--- config.mk ---
export PLATFORM = sky130hd
export DESIGN_NAME = denoise_top
export DESIGN_NICKNAME = d
export VERILOG_FILES = /design/src/denoise_pkg.sv /design/src/denoise_top.sv /design/src/wiener_gain.sv /design/src/noise_estimator.sv /design/src/block_stats.sv /design/src/block_buffer.sv /design/src/frame_config.sv
export SDC_FILE = /design/constraint.sdc
export NUM_CORES = 2
export LEC_CHECK = 0
export BUFFER_PORTS_ARGS = -buffer_cell sky130_fd_sc_hd__buf_2
export CAP_MARGIN = 40
export CORE_MARGIN = 4
export CORE_UTILIZATION = 38
export CTS_CLUSTER_DIAMETER = 80
export DETAILED_ROUTE_END_ITERATION = 8
export GPL_TIMING_DRIVEN = 0
export SETUP_SLACK_MARGIN = 0.1
export SYNTH_ARGS = -nofsm -noshare
export SYNTH_HDL_FRONTEND = slang
export SYNTH_SLANG_ARGS = --single-unit
--- constraint.sdc ---
create_clock -name clk -period 14.9 [get_ports clk]
set_clock_uncertainty 0.05 [all_clocks]
set_input_delay 2.235 -clock clk [delete_from_list [all_inputs] [get_ports clk]]
set_output_delay 2.235 -clock clk [all_outputs]
set_load 0.01 [all_outputs]
--- src/denoise_pkg.sv ---
// Shared widths, register map, stream and statistics types of the block denoiser
package denoise_pkg;

	// Pixel and block geometry
	localparam int pix_w = 8;
	localparam int block_dim = 8;
	localparam int block_pixels = block_dim * block_dim;

	// Gains are fixed point with this many fraction bits, 1.0 is 256
	localparam int gain_frac = 8;

	// Register port
	localparam int cfg_addr_w = 2;
	localparam int cfg_data_w = 16;

	localparam logic [cfg_addr_w-1:0] reg_width = cfg_addr_w'(0);
	localparam logic [cfg_addr_w-1:0] reg_height = cfg_addr_w'(1);
	localparam logic [cfg_addr_w-1:0] reg_noise_init = cfg_addr_w'(2);
	localparam logic [cfg_addr_w-1:0] reg_noise_est = cfg_addr_w'(3);

	// RGB pixel, r in the top byte of the low 24 bits
	typedef struct packed {
		logic [pix_w-1:0] r;
		logic [pix_w-1:0] g;
		logic [pix_w-1:0] b;
	} pixel_t;

	// Mean and variance of one channel over a block
	typedef struct packed {
		logic [pix_w-1:0] mean;
		logic [2*pix_w-1:0] variance;
	} chan_stats_t;

	typedef struct packed {
		chan_stats_t r;
		chan_stats_t g;
		chan_stats_t b;
		chan_stats_t gray;
	} block_stats_t;

	typedef struct packed {
		logic [gain_frac:0] r;
		logic [gain_frac:0] g;
		logic [gain_frac:0] b;
	} gains_t;

	typedef struct packed {
		logic [cfg_data_w-1:0] width;
		logic [cfg_data_w-1:0] height;
		logic [cfg_data_w-1:0] noise_init;
	} frame_cfg_t;

	typedef enum logic [1:0] {
		fill,
		wait_gain,
		drain
	} buf_state_t;

endpackage
--- src/denoise_top.sv ---
`timescale 1ns/1ps
// Block denoiser top level joining configuration, buffer, statistics, noise and gain units
module denoise_top #(
	parameter int block_pixels_p = denoise_pkg::block_pixels
) (
	input  logic                               clk,
	input  logic                               rst,

	// Register port
	input  logic                               cfg_we,
	input  logic [denoise_pkg::cfg_addr_w-1:0] cfg_addr,
	input  logic [denoise_pkg::cfg_data_w-1:0] cfg_wdata,
	input  logic [denoise_pkg::cfg_addr_w-1:0] cfg_raddr,
	output logic [denoise_pkg::cfg_data_w-1:0] cfg_rdata,

	// Pixel stream in, block order
	input  logic                               s_valid,
	output logic                               s_ready,
	input  denoise_pkg::pixel_t                s_data,
	input  logic                               s_user,

	// Filtered pixel stream out
	output logic                               m_valid,
	input  logic                               m_ready,
	output denoise_pkg::pixel_t                m_data,
	output logic                               m_last,
	output logic                               m_user
);

	denoise_pkg::frame_cfg_t cfg;
	logic noise_init_load;
	denoise_pkg::pixel_t pix_in;
	logic pix_in_valid;
	denoise_pkg::block_stats_t stats;
	logic stats_done;
	logic [denoise_pkg::cfg_data_w-1:0] noise_var;
	denoise_pkg::gains_t gains;
	logic gain_done;

	frame_config frame_config_i (
		.clk(clk),
		.rst(rst),
		.cfg_we(cfg_we),
		.cfg_addr(cfg_addr),
		.cfg_wdata(cfg_wdata),
		.cfg_raddr(cfg_raddr),
		.cfg_rdata(cfg_rdata),
		.noise_var(noise_var),
		.cfg(cfg),
		.noise_init_load(noise_init_load)
	);

	block_buffer #(.block_pixels_p(block_pixels_p)) block_buffer_i (
		.clk(clk),
		.rst(rst),
		.s_valid(s_valid),
		.s_ready(s_ready),
		.s_data(s_data),
		.s_user(s_user),
		.pix_in(pix_in),
		.pix_in_valid(pix_in_valid),
		.stats(stats),
		.gains(gains),
		.gain_done(gain_done),
		.m_valid(m_valid),
		.m_ready(m_ready),
		.m_data(m_data),
		.m_last(m_last),
		.m_user(m_user)
	);

	block_stats #(.block_pixels_p(block_pixels_p)) block_stats_i (
		.clk(clk),
		.rst(rst),
		.pix_in(pix_in),
		.pix_in_valid(pix_in_valid),
		.stats(stats),
		.stats_done(stats_done)
	);

	noise_estimator #(.block_pixels_p(block_pixels_p)) noise_estimator_i (
		.clk(clk),
		.rst(rst),
		.cfg(cfg),
		.noise_init_load(noise_init_load),
		.stats(stats),
		.stats_done(stats_done),
		.noise_var(noise_var)
	);

	wiener_gain wiener_gain_i (
		.clk(clk),
		.rst(rst),
		.stats(stats),
		.stats_done(stats_done),
		.noise_var(noise_var),
		.gains(gains),
		.gain_done(gain_done)
	);

endmodule

--- src/wiener_gain.sv ---
`timescale 1ns/1ps
// Wiener gains for r, g and b by one serial restoring division per channel
module wiener_gain (
	input  logic                               clk,
	input  logic                               rst,
	input  denoise_pkg::block_stats_t          stats,
	input  logic                               stats_done,
	input  logic [denoise_pkg::cfg_data_w-1:0] noise_var,
	output denoise_pkg::gains_t                gains,
	output logic                               gain_done
);

	localparam int var_w = 2 * denoise_pkg::pix_w;
	localparam int gain_w = denoise_pkg::gain_frac + 1;
	localparam int num_w = var_w + denoise_pkg::gain_frac;
	localparam int step_w = $clog2(gain_w);
	localparam logic [step_w-1:0] step_last = step_w'(gain_w - 1);

	logic busy_q;
	logic [1:0] ch_q;
	logic [step_w-1:0] step_q;
	logic [var_w-1:0] var_g_q;
	logic [var_w-1:0] var_b_q;
	logic [denoise_pkg::cfg_data_w-1:0] noise_q;
	logic [var_w-1:0] div_q;
	logic [var_w-1:0] rem_q;
	logic [gain_w-1:0] num_q;
	logic skip_q;

	logic load_start;
	logic load_next;
	logic last_step;
	logic [var_w-1:0] ld_var;
	logic [denoise_pkg::cfg_data_w-1:0] ld_noise;
	logic [var_w-1:0] ld_diff;
	logic [num_w-1:0] ld_num;
	logic [var_w:0] trial;
	logic [var_w:0] rem_n;
	logic fits;
	logic [gain_w-1:0] quo;

	assign load_start = !busy_q && stats_done;
	assign last_step = busy_q && (step_q == step_last);
	assign load_next = last_step && (ch_q != 2'd2);

	// Operands for the channel about to start
	always_comb begin
		if (!busy_q) begin
			ld_var = stats.r.variance;
			ld_noise = noise_var;
		end else begin
			ld_var = (ch_q == 2'd0) ? var_g_q : var_b_q;
			ld_noise = noise_q;
		end
		ld_diff = ld_var - ld_noise;
		ld_num = {ld_diff, {denoise_pkg::gain_frac{1'b0}}};
	end

	// One quotient bit per cycle, numerator bits shift out as quotient bits shift in
	assign trial = {rem_q, num_q[gain_w-1]};
	assign fits = (trial >= {1'b0, div_q});
	assign rem_n = fits ? trial - {1'b0, div_q} : trial;
	assign quo = {num_q[gain_w-2:0], fits};

	always_ff @(posedge clk) begin
		if (rst) begin
			busy_q <= 1'b0;
			ch_q <= '0;
			step_q <= '0;
			gain_done <= 1'b0;
		end else begin
			gain_done <= 1'b0;
			if (load_start) begin
				busy_q <= 1'b1;
				ch_q <= '0;
				step_q <= '0;
			end else if (last_step) begin
				step_q <= '0;
				if (ch_q == 2'd2) begin
					busy_q <= 1'b0;
					gain_done <= 1'b1;
					ch_q <= '0;
				end else begin
					ch_q <= ch_q + 1'b1;
				end
			end else if (busy_q) begin
				step_q <= step_q + 1'b1;
			end
		end
	end

	always_ff @(posedge clk) begin
		if (load_start) begin
			var_g_q <= stats.g.variance;
			var_b_q <= stats.b.variance;
			noise_q <= noise_var;
		end
		if (load_start || load_next) begin
			div_q <= ld_var;
			// Covers zero variance too, noise is never negative
			skip_q <= (ld_var <= ld_noise);
			rem_q <= var_w'(ld_num[num_w-1:gain_w]);
			num_q <= ld_num[gain_w-1:0];
		end else if (busy_q) begin
			rem_q <= rem_n[var_w-1:0];
			num_q <= quo;
		end
		if (last_step) begin
			case (ch_q)
				2'd0: gains.r <= skip_q ? '0 : quo;
				2'd1: gains.g <= skip_q ? '0 : quo;
				default: gains.b <= skip_q ? '0 : quo;
			endcase
		end
	end

endmodule

--- src/noise_estimator.sv ---
`timescale 1ns/1ps
// Frame noise estimate from the smallest gray block variance of the previous frame
module noise_estimator #(
	parameter int block_pixels_p = denoise_pkg::block_pixels
) (
	input  logic                               clk,
	input  logic                               rst,
	input  denoise_pkg::frame_cfg_t            cfg,
	input  logic                               noise_init_load,
	input  denoise_pkg::block_stats_t          stats,
	input  logic                               stats_done,
	output logic [denoise_pkg::cfg_data_w-1:0] noise_var
);

	logic [31:0] frame_blocks;
	logic [31:0] blk_cnt_q;
	logic [denoise_pkg::cfg_data_w-1:0] min_q;
	logic [denoise_pkg::cfg_data_w-1:0] min_next;

	assign frame_blocks = (32'(cfg.width) * 32'(cfg.height)) >> $clog2(block_pixels_p);
	assign min_next = (stats.gray.variance < min_q) ? stats.gray.variance : min_q;

	always_ff @(posedge clk) begin
		if (rst) begin
			blk_cnt_q <= '0;
			min_q <= '1;
			noise_var <= '0;
		end else if (noise_init_load) begin
			// New starting estimate, restart the frame search
			noise_var <= cfg.noise_init;
			blk_cnt_q <= '0;
			min_q <= '1;
		end else if (stats_done) begin
			if (blk_cnt_q + 1 >= frame_blocks) begin
				// Last block of the frame
				noise_var <= min_next;
				blk_cnt_q <= '0;
				min_q <= '1;
			end else begin
				blk_cnt_q <= blk_cnt_q + 1;
				min_q <= min_next;
			end
		end
	end

endmodule

--- src/block_stats.sv ---
`timescale 1ns/1ps
// Per-block channel and gray accumulation producing block means and variances
module block_stats #(
	parameter int block_pixels_p = denoise_pkg::block_pixels
) (
	input  logic                      clk,
	input  logic                      rst,
	input  denoise_pkg::pixel_t       pix_in,
	input  logic                      pix_in_valid,
	output denoise_pkg::block_stats_t stats,
	output logic                      stats_done
);

	localparam int cnt_w = $clog2(block_pixels_p);
	localparam int sum_w = denoise_pkg::pix_w + cnt_w;
	localparam int sq_w = 2 * denoise_pkg::pix_w + cnt_w;
	localparam logic [cnt_w-1:0] cnt_last = cnt_w'(block_pixels_p - 1);

	// Index 0..2 are r, g, b and index 3 is gray
	logic [denoise_pkg::pix_w-1:0] samp [4];
	logic [denoise_pkg::pix_w+1:0] rgb_sum;
	logic [sum_w-1:0] sum_q [4];
	logic [sum_w-1:0] sum_n [4];
	logic [sq_w-1:0] sq_q [4];
	logic [sq_w-1:0] sq_n [4];
	logic [cnt_w-1:0] cnt_q;
	logic last_pix;

	function automatic denoise_pkg::chan_stats_t chan_calc(
		input logic [sum_w-1:0] s,
		input logic [sq_w-1:0] q
	);
		denoise_pkg::chan_stats_t c;
		logic [denoise_pkg::pix_w-1:0] m;
		logic [2*denoise_pkg::pix_w-1:0] ex2;
		m = denoise_pkg::pix_w'(s >> cnt_w);
		ex2 = (2 * denoise_pkg::pix_w)'(q >> cnt_w);
		c.mean = m;
		c.variance = ex2 - m * m;
		return c;
	endfunction

	assign rgb_sum = (denoise_pkg::pix_w + 2)'(pix_in.r) + pix_in.g + pix_in.b;
	assign last_pix = (cnt_q == cnt_last);

	always_comb begin
		samp[0] = pix_in.r;
		samp[1] = pix_in.g;
		samp[2] = pix_in.b;
		samp[3] = denoise_pkg::pix_w'(rgb_sum / 3);
		for (int i = 0; i < 4; i++) begin
			sum_n[i] = sum_q[i] + samp[i];
			sq_n[i] = sq_q[i] + samp[i] * samp[i];
		end
	end

	always_ff @(posedge clk) begin
		if (rst) begin
			cnt_q <= '0;
			stats_done <= 1'b0;
			for (int i = 0; i < 4; i++) begin
				sum_q[i] <= '0;
				sq_q[i] <= '0;
			end
		end else begin
			stats_done <= pix_in_valid && last_pix;
			if (pix_in_valid) begin
				cnt_q <= cnt_q + 1'b1;
				// Start the next block from zero
				for (int i = 0; i < 4; i++) begin
					sum_q[i] <= last_pix ? '0 : sum_n[i];
					sq_q[i] <= last_pix ? '0 : sq_n[i];
				end
			end
		end
	end

	always_ff @(posedge clk) begin
		if (pix_in_valid && last_pix) begin
			stats.r <= chan_calc(sum_n[0], sq_n[0]);
			stats.g <= chan_calc(sum_n[1], sq_n[1]);
			stats.b <= chan_calc(sum_n[2], sq_n[2]);
			stats.gray <= chan_calc(sum_n[3], sq_n[3]);
		end
	end

endmodule

--- src/block_buffer.sv ---
`timescale 1ns/1ps
// Block pixel store with fill and drain control and the per-pixel Wiener output stage
module block_buffer #(
	parameter int block_pixels_p = denoise_pkg::block_pixels
) (
	input  logic                      clk,
	input  logic                      rst,
	input  logic                      s_valid,
	output logic                      s_ready,
	input  denoise_pkg::pixel_t       s_data,
	input  logic                      s_user,
	output denoise_pkg::pixel_t       pix_in,
	output logic                      pix_in_valid,
	input  denoise_pkg::block_stats_t stats,
	input  denoise_pkg::gains_t       gains,
	input  logic                      gain_done,
	output logic                      m_valid,
	input  logic                      m_ready,
	output denoise_pkg::pixel_t       m_data,
	output logic                      m_last,
	output logic                      m_user
);

	localparam int idx_w = $clog2(block_pixels_p);
	localparam logic [idx_w-1:0] idx_last = idx_w'(block_pixels_p - 1);
	localparam int res_w = 2 * denoise_pkg::pix_w + 4;

	denoise_pkg::buf_state_t state_q;
	logic [idx_w-1:0] idx_q;
	denoise_pkg::pixel_t mem [block_pixels_p];
	denoise_pkg::pixel_t rd_pix;
	denoise_pkg::pixel_t mean_q;
	denoise_pkg::pixel_t mean_sel;
	denoise_pkg::pixel_t filt_pix;
	denoise_pkg::gains_t gains_q;
	denoise_pkg::gains_t gain_sel;
	logic frame_start_q;
	logic in_fire;
	logic out_fire;
	logic load_first;
	logic load_next;

	// mean + (gain * (x - mean)) >>> gain_frac, clamped to the pixel range
	function automatic logic [denoise_pkg::pix_w-1:0] filt(
		input logic [denoise_pkg::pix_w-1:0] x,
		input logic [denoise_pkg::pix_w-1:0] mean,
		input logic [denoise_pkg::gain_frac:0] gain
	);
		logic signed [denoise_pkg::pix_w+1:0] diff;
		logic signed [res_w-1:0] prod;
		logic signed [res_w-1:0] res;
		diff = $signed({2'b00, x}) - $signed({2'b00, mean});
		prod = $signed({1'b0, gain}) * diff;
		res = (prod >>> denoise_pkg::gain_frac) + $signed(res_w'(mean));
		if (res < 0)
			return '0;
		else if (res > (2 ** denoise_pkg::pix_w) - 1)
			return '1;
		else
			return res[denoise_pkg::pix_w-1:0];
	endfunction

	assign s_ready = (state_q == denoise_pkg::fill);
	assign in_fire = s_valid && s_ready;
	assign out_fire = m_valid && m_ready;
	assign pix_in = s_data;
	assign pix_in_valid = in_fire;

	assign load_first = (state_q == denoise_pkg::wait_gain) && gain_done;
	assign load_next = (state_q == denoise_pkg::drain) && out_fire && !m_last;
	assign rd_pix = mem[idx_q];

	// First pixel comes straight from the gain unit, the rest from the held copies
	always_comb begin
		if (state_q == denoise_pkg::wait_gain) begin
			mean_sel.r = stats.r.mean;
			mean_sel.g = stats.g.mean;
			mean_sel.b = stats.b.mean;
			gain_sel = gains;
		end else begin
			mean_sel = mean_q;
			gain_sel = gains_q;
		end
		filt_pix.r = filt(rd_pix.r, mean_sel.r, gain_sel.r);
		filt_pix.g = filt(rd_pix.g, mean_sel.g, gain_sel.g);
		filt_pix.b = filt(rd_pix.b, mean_sel.b, gain_sel.b);
	end

	always_ff @(posedge clk) begin
		if (rst) begin
			state_q <= denoise_pkg::fill;
			idx_q <= '0;
			m_valid <= 1'b0;
		end else begin
			case (state_q)
				denoise_pkg::fill: begin
					if (in_fire) begin
						idx_q <= idx_q + 1'b1;
						if (idx_q == idx_last)
							state_q <= denoise_pkg::wait_gain;
					end
				end
				denoise_pkg::wait_gain: begin
					if (gain_done) begin
						state_q <= denoise_pkg::drain;
						idx_q <= idx_q + 1'b1;
						m_valid <= 1'b1;
					end
				end
				denoise_pkg::drain: begin
					if (out_fire) begin
						// Index has already wrapped to zero once the last pixel loads
						if (m_last) begin
							m_valid <= 1'b0;
							state_q <= denoise_pkg::fill;
						end else begin
							idx_q <= idx_q + 1'b1;
						end
					end
				end
				default: state_q <= denoise_pkg::fill;
			endcase
		end
	end

	always_ff @(posedge clk) begin
		if (in_fire) begin
			mem[idx_q] <= s_data;
			if (idx_q == '0)
				frame_start_q <= s_user;
		end
		if (load_first) begin
			mean_q <= mean_sel;
			gains_q <= gains;
		end
		if (load_first || load_next) begin
			m_data <= filt_pix;
			m_last <= (idx_q == idx_last);
			m_user <= load_first && frame_start_q;
		end
	end

endmodule

--- src/frame_config.sv ---
`timescale 1ns/1ps
// Frame size and noise_init registers with a registered readback port
module frame_config (
	input  logic                               clk,
	input  logic                               rst,
	input  logic                               cfg_we,
	input  logic [denoise_pkg::cfg_addr_w-1:0] cfg_addr,
	input  logic [denoise_pkg::cfg_data_w-1:0] cfg_wdata,
	input  logic [denoise_pkg::cfg_addr_w-1:0] cfg_raddr,
	output logic [denoise_pkg::cfg_data_w-1:0] cfg_rdata,
	input  logic [denoise_pkg::cfg_data_w-1:0] noise_var,
	output denoise_pkg::frame_cfg_t            cfg,
	output logic                               noise_init_load
);

	always_ff @(posedge clk) begin
		if (rst) begin
			// Default frame of 16x8 pixels, two blocks
			cfg.width <= 16'd16;
			cfg.height <= 16'd8;
			cfg.noise_init <= 16'h0040;
			// Estimator picks up noise_init on the first cycle out of reset
			noise_init_load <= 1'b1;
			cfg_rdata <= '0;
		end else begin
			noise_init_load <= cfg_we && (cfg_addr == denoise_pkg::reg_noise_init);

			if (cfg_we) begin
				case (cfg_addr)
					denoise_pkg::reg_width: cfg.width <= cfg_wdata;
					denoise_pkg::reg_height: cfg.height <= cfg_wdata;
					denoise_pkg::reg_noise_init: cfg.noise_init <= cfg_wdata;
					// Estimate register is read only
					default: ;
				endcase
			end

			case (cfg_raddr)
				denoise_pkg::reg_width: cfg_rdata <= cfg.width;
				denoise_pkg::reg_height: cfg_rdata <= cfg.height;
				denoise_pkg::reg_noise_init: cfg_rdata <= cfg.noise_init;
				denoise_pkg::reg_noise_est: cfg_rdata <= noise_var;
				default: cfg_rdata <= '0;
			endcase
		end
	end

endmodule

# After elaboration in Yosys (flattened, before gate mapping)
# Memories as Yosys holds them, arrays and structs flattened. A register that Yosys moved wholly into a read port is not among the register bits.
# Index checks and enable logic that the tools add are counted.
dict set report classes {
  n_addsub 27
  multipliers 12
  div_mod_pow 1
  magnitude_cmp 10
  eq_ne 19
  mux 65
  bitwise_logic 10
  reduce_logical 44
}
# cell n
set op_table {}
lappend op_table {{$mux W22} 8}
lappend op_table {{$mux W16} 9}
lappend op_table {{$mul A8 B8 Y16} 8}
lappend op_table {{$mux W14} 8}
lappend op_table {{$sub A16 B16 Y16} 6}
lappend op_table {{$add A22 B16 Y22} 4}
lappend op_table {{$pmux W16 S4} 1}
lappend op_table {{$mul A10 B9 Y19} 3}
lappend op_table {{$add A14 B8 Y14} 4}
lappend op_table {{$gt A13 B9 Y1 const B} 3}
lappend op_table {{$lt A13 B1 Y1 const B} 3}
lappend op_table {{$add A11 B9 Y12} 3}
lappend op_table {{$mux W6} 6}
lappend op_table {{$add A32 B1 Y32 const B} 1}
lappend op_table {{$div A10 B2 Y32 const B} 1}
lappend op_table {{$ge A32 B26 Y1} 1}
lappend op_table {{$mul A16 B16 Y32} 1}
lappend op_table {{$mux W32} 1}
lappend op_table {{$mux W15} 2}
lappend op_table {{$mux W27} 1}
lappend op_table {{$mux W9} 3}
lappend op_table {{$sub A8 B8 Y9} 3}
lappend op_table {{$mux W24} 1}
lappend op_table {{$mux W8} 3}
lappend op_table {{33 further kinds} 104}
dict set report word_totals {
  reg_bits 436
  mem_bits_rw 1680
  input_bits 50
  out_inout_bits 44
  word_cells 239
  n_memories 3
}
# memory depth width rd rd_clocked_by_memory_dff wr line_no
set memory_table {}
lappend memory_table {block_buffer_i.mem 64 24 1 1 1 block_buffer.sv:30} ;# denoise_pkg::pixel_t mem [block_pixels_p];
lappend memory_table {block_stats_i.sq_q 4 22 4 0 4 block_stats.sv:24} ;# logic [sq_w-1:0] sq_q [4];
lappend memory_table {block_stats_i.sum_q 4 14 4 0 4 block_stats.sv:22} ;# logic [sum_w-1:0] sum_q [4];

# Logic depth before layout (Yosys ltp)
dict set report logic_depth {
  depth_word 7
  ltp_mapped 66
  ltp_nobuf 64
}

# By module
# From an unflattened synthesis, not the netlist that was laid out.
dict set report unflattened {
  cells_unflattened 8986
  hier_area_um2 123001.7
}
# mod instances cells_per_inst area_each_um2 seq_area_each_um2
set modules_own_cells {}
lappend modules_own_cells {block_buffer 1 3783 72518.3 48766.8}
lappend modules_own_cells {block_stats 1 2908 28568.6 7347.0}
lappend modules_own_cells {noise_estimator 1 1461 12477.0 1281.2}
lappend modules_own_cells {wiener_gain 1 579 6633.9 3583.4}
lappend modules_own_cells {frame_config 1 255 2803.9 1301.2}

# Least setup slack after synthesis
# OpenSTA, ideal clock, no wires.
dict set report synth_timing {
  path_type {in2reg}
  from {in s_data[9] (netlist name)}
  to {reg block_stats_i.stats[15] (netlist name)}
  setup_ns 0.266
  t_arrival_ns 15.130
  required_ns 14.584
  path_slack_ns -0.545
  path_stages 63
  n_path_buf 2
  cell_sequence {ha_1 a21o_1 a21oi_1 o21bai_1 a21oi_1 o21bai_1 a21oi_1 xnor2_1 ha_1 nand3_1 o211a_1 buf_2 nor2_1 ha_1 nand2b_1 o21ba_1 o211ai_1 o211ai_1 [... 27 more ...] o21a_1 o31a_1 nor2_1 xor2_1 fa_1 fa_1 fa_1 fa_1 inv_1 ha_1 and3_1 a21oi_1 o21ai_0 o211a_1 o21a_1 o21a_1 o41ai_1 xnor2_1}
}
dict set report synth_via {
  elab_chain_cells 6
  word_cells_on_any_way 8
  classes_between {add/sub (5); mul (2); div (1)}
}
# item line_no
set synth_lines {}
lappend synth_lines {{start: declaration} denoise_top.sv:19} ;# input denoise_pkg::pixel_t s_data,
lappend synth_lines {{$add A8 B8 Y9 (*)} block_stats.sv:43} ;# assign rgb_sum = (denoise_pkg::pix_w + 2)'(pix_in.r) + pix_in.g + pix_in.b;
lappend synth_lines {{$add A10 B8 Y10 (*)} block_stats.sv:43}
lappend synth_lines {{$div A10 B2 Y32 (*)} block_stats.sv:50} ;# samp[3] = denoise_pkg::pix_w'(rgb_sum / 3);
lappend synth_lines {{$mul A8 B8 Y16 / $add A14 B8 Y14 (equally long branches)} {block_stats.sv:53, block_stats.sv:52}}
lappend synth_lines {{$add A22 B16 Y22 / $mul A8 B8 Y16 (equally long branches)} {block_stats.sv:53, block_stats.sv:39}}
lappend synth_lines {{$sub A16 B16 Y16 (*)} block_stats.sv:39} ;# c.variance = ex2 - m * m;
# Every way passes the cells marked *; elsewhere a longest branch is shown, timed or not.
# A chain may end at the register's enable or synchronous reset.

# Final worst setup path
dict set report layout_timing {
  from {in s_data[16] (netlist name)}
  to {reg block_stats_i.stats[15] (netlist name)}
}
dict set report layout_via {
  elab_chain_cells 6
  word_cells_on_any_way 8
  classes_between {add/sub (5); mul (2); div (1)}
}
# item line_no
set layout_lines {}
lappend layout_lines {{$add A8 B8 Y9 (*)} block_stats.sv:43}
lappend layout_lines {{$add A10 B8 Y10 (*)} block_stats.sv:43}
lappend layout_lines {{$div A10 B2 Y32 (*)} block_stats.sv:50}
lappend layout_lines {{$mul A8 B8 Y16 / $add A14 B8 Y14 (equally long branches)} {block_stats.sv:53, block_stats.sv:52}}
lappend layout_lines {{$add A22 B16 Y22 / $mul A8 B8 Y16 (equally long branches)} {block_stats.sv:53, block_stats.sv:39}}
lappend layout_lines {{$sub A16 B16 Y16 (*)} block_stats.sv:39}
# Marks and branches as above.

==> results by group <==
Drt
  – Routed len/inst: between 20 and 25 µm
  – DR DRC count: 0
  – Final WL: around 320000 µm
  – DR iter-0 viols: around 6800
  – Avg Vias per Cell: about 5.3
  – Drt pass-1 iters: 7
  – Detail Route Antenna Nets: 0
  – Via count: a little over 70000

STA
  – Worst slew margin: 33.6%
  – Final Critical Period: between 10 and 15 ns
  – Final Max Tran Viols: 0
  – Fin. Hold Viols: 0
  – Worst Hold Slack: between 0.3 and 0.4 ns
  – Max Clk Rate: between 0.06 and 0.07 GHz
  – RSZ-0062 raised after global routing: true
  – Setup tns final: 0 ns
  – Final period util: 98.2%
  – Final setup violating endpoints: 0
  – Pin slew with the least headroom to its limit: 0.996 ns

Flow run
  – Max-cap violations: 0

Worst setup path
  – Largest delay share family, worst path: adder cells
  – Crit-path max FO: 7
  – CP Class: in -> reg
  – Max stage delay on crit path: roughly 0.55 ns
  – Critical Path Start Type: input port
  – Critical path data required time: around 15 ns
  – FF-to-FF setup slack: 2.59 ns
  – Buf/Inv on CP: 13
  – Worst reg2reg path endpoint: block_buffer_i.m_data[2]
  – CP max stage cell: fa_1
  – Worst Reg-to-Reg Cells: between 40 and 50
  – WP data arrival: between 15 and 20 ns
  – CP endpoint kind: flop

Placement
  – Gpl congestion: just under 0.9
  – DP HPWL: ~230000 µm
  – Port bufs: between 90 and 100

GRT
  – First-pass GRT wire length: 477000 µm
  – Pin count of the biggest net entering global routing: between 70 and 80
  – Gr ovfl total: 0
  – Initial antenna violation count: 19
  – All-Layer GR Usage: 19.3%
  – Number of global-route vias before repair: 75400

Logic synthesis
  – Main combinational cell family by area after synthesis: adder cells
  – Mean Syn Cell Area: 13.8 µm²
  – Synth unique cells: slightly above 100
  – Multiplexer share of the synthesized area: 10.9%
  – Syn. warnings: 0
  – Post-synthesis sequential area ratio: between 50% and 60%
  – Ys flop type: edfxtp_1
  – Synth top area share: between 40% and 50%
  – Area of the mapped netlist: 120000 µm²
  – Area share of fa/ha/maj cells after synthesis: between 10% and 20%
  – Synth Area in Compound Gates: under 10%
  – Net Count, Synth: approximately 10000
  – Area share of and/or/nand/nor cells after synthesis: ~7.5%
  – Synth Instances: 8679
  – Xor/xnor share of the synthesized area: 2.64%
  – Post-synth EDFFs: 1954
  – Largest area contributor in the netlist: edfxtp_1
  – Top post-synthesis cells by area: edfxtp_1, fa_1, mux4_2
  – Share of flip-flops with an asynchronous set or reset: 0%
  – Synth Register Bits: ~2100

Finish
  – Commonest cells after routing, fill and taps aside: edfxtp_1, inv_1, nand2_1, ha_1, fa_1
  – Multi-input gate area: around 54000 µm²
  – Nets: 10700
  – Layout cells sized above 1: between 15 and 20%
  – Register Area: ~62000 µm²
  – Commonest non-fill, non-tap cell in the layout: edfxtp_1
  – Filler instances: around 28000
  – P&R area growth vs syn: 15.5%

Clock tree
  – CTS tree: yes
  – Clock buffer depth: 4
  – Reg clk slew, reported paths: ~0.060 ns
  – H-tree Lvls: 4
  – Clock sinks: 2122
  – Root buffer cell: clkbuf_16
  – Post-CTS Hold Buffers: 0
  – Num CTS Buffers: 221
  – Worst skew pair latency: approximately 0.95 ns

Min path
  – Worst Hold End: wiener_gain_i.var_b_q[1]
  – Worst Hold Class: reg -> reg
  – Hold_sp: block_stats_i.stats[25]
  – Hold depth: 0

Floorplan
  – Top Ports: 94
  – Core footprint: 315000 µm²
  – Rows: roughly 210
  – Die H: 570 µm
  – Initial core utilization: 38.2%
  – Die area: 325000 µm²
  – Die X: roughly 570 µm

Status
  – Status: finished, final reports clean
sequential cells by signal, indices dropped and copies added, names as in the netlist, 4 cells and up, named ones only:
name                         count
wiener_gain_i.noise_q           16
wiener_gain_i.gains             27
wiener_gain_i.var_g_q           16
frame_config_i.cfg_rdata        16
block_stats_i.cnt_q              6
block_buffer_i.mem            1536
block_stats_i.sq_q              88
noise_estimator_i.blk_cnt_q     32
block_buffer_i.idx_q             6
block_stats_i.stats             88
noise_estimator_i.noise_var     16
frame_config_i.cfg              48
noise_estimator_i.min_q         16
wiener_gain_i.div_q             16
block_buffer_i.gains_q          27
wiener_gain_i.rem_q             16
block_stats_i.sum_q             56
block_buffer_i.mean_q           24
block_buffer_i.m_data           24
wiener_gain_i.num_q              9
wiener_gain_i.var_b_q           16
wiener_gain_i.step_q             4
routing by layer:
layer,global-route usage [%],share of wire (%),vias to the layer above
li1,-,-,32100
met1,26.7,42,37200
met2,31.9,47,2517
met3,2.90,7.4,534
met4,5.31,3.3,8
met5,0,0.017,-
Yosys cell counts (6+ instances only):
library cell  instances
edfxtp_1           1954
inv_1              1098
nand2_1             753
ha_1                731
fa_1                654
mux4_2              520
nor2_1              474
a21oi_1             288
xnor2_1             248
clkbuf_1            218
and2_1              202
dfxtp_1             168
o21ai_0             125
xor2_1              110
a21o_1              107
mux2i_1             107
nand2b_1            104
nor2b_1             101
nand3_1              67
nor3_1               65
buf_1                48
o21bai_1             42
o21a_1               37
nand4_1              35
o211ai_1             35
or2_2                32
and3_1               30
mux2_2               27
a31oi_1              24
or3_1                24
o21ai_1              18
o22ai_1              18
nand3b_1             12
o31ai_1              12
o41ai_1              11
nor4_1                9
a211o_1               8
a21boi_0              8
a21oi_2               8
a22o_1                7
o311ai_0              7
a2111oi_0             6
buf_2                 6
repair_timing:
action,CTS,global route
setup buffers,45,15
gates resized for setup,67,52
setup endpoints to repair,10,7
cloned,9,8
pin swaps,56,81
hold endpoints to repair,0,0
kinds of logic after synthesis:
group                    after synthesis
flip-flops                          2122
AND/OR/NAND/NOR                     1946
adder cells (fa/ha/maj)             1386
buffers and inverters               1380
AO/OA/AOI/OAI                        829
multiplexers                         656
XOR/XNOR                             360
metrics by stage:
stage / instance area [µm²] / setup slack, ns / util, % / cells
6_report: 139000 / 0.270 / 44.1 / 13600
2_1_floorplan: 120000 / 0.117 / - / 8679
3_3_place_gp: 126000 / -2.79 / 40.0 / 12900
4_1_cts: 138000 / 0.102 / 43.9 / 13600
3_5_place_dp: 130000 / -2.23 / 41.3 / 13100
5_1_grt: 139000 / -0.274 / 44.1 / 13600
cell type report:
| cell class | count | area share [%] |
|---|---|---|
| Antenna cell | 8 | 0.0144 |
| Buffer | 277 | 0.789 |
| Clock buffer | 276 | 4.22 |
| Clock inverter | 131 | 0.884 |
| Inverter | 1102 | 2.98 |
| Multi-Input combinational cell | 5177 | 38.8 |
| Sequential cell | 2122 | 44.7 |
| Tap cell | 4160 | 3.75 |
| Timing Repair Buffer | 375 | 3.83 |
how the worst max path moves through the flow:
stage | cells after the start | end | startpoint | slack, ns
finish | 68 | block_stats_i.stats[15] | s_data[16] | 0.27
global route | 69 | block_stats_i.stats[15] | s_data[16] | -0.27
CTS | 66 | block_stats_i.stats[15] | s_data[11] | 0.10
detailed placement | 65 | block_stats_i.stats[15] | s_data[17] | -2.23
global placement | 63 | block_stats_i.stats[15] | s_data[9] | -2.79
floorplan | 61 | block_stats_i.stats[15] | s_data[9] | 0.12
Power is left out: the tool's default activity adds up to more than one toggle a clock period on the data nets, which glitch-free logic cannot reach.
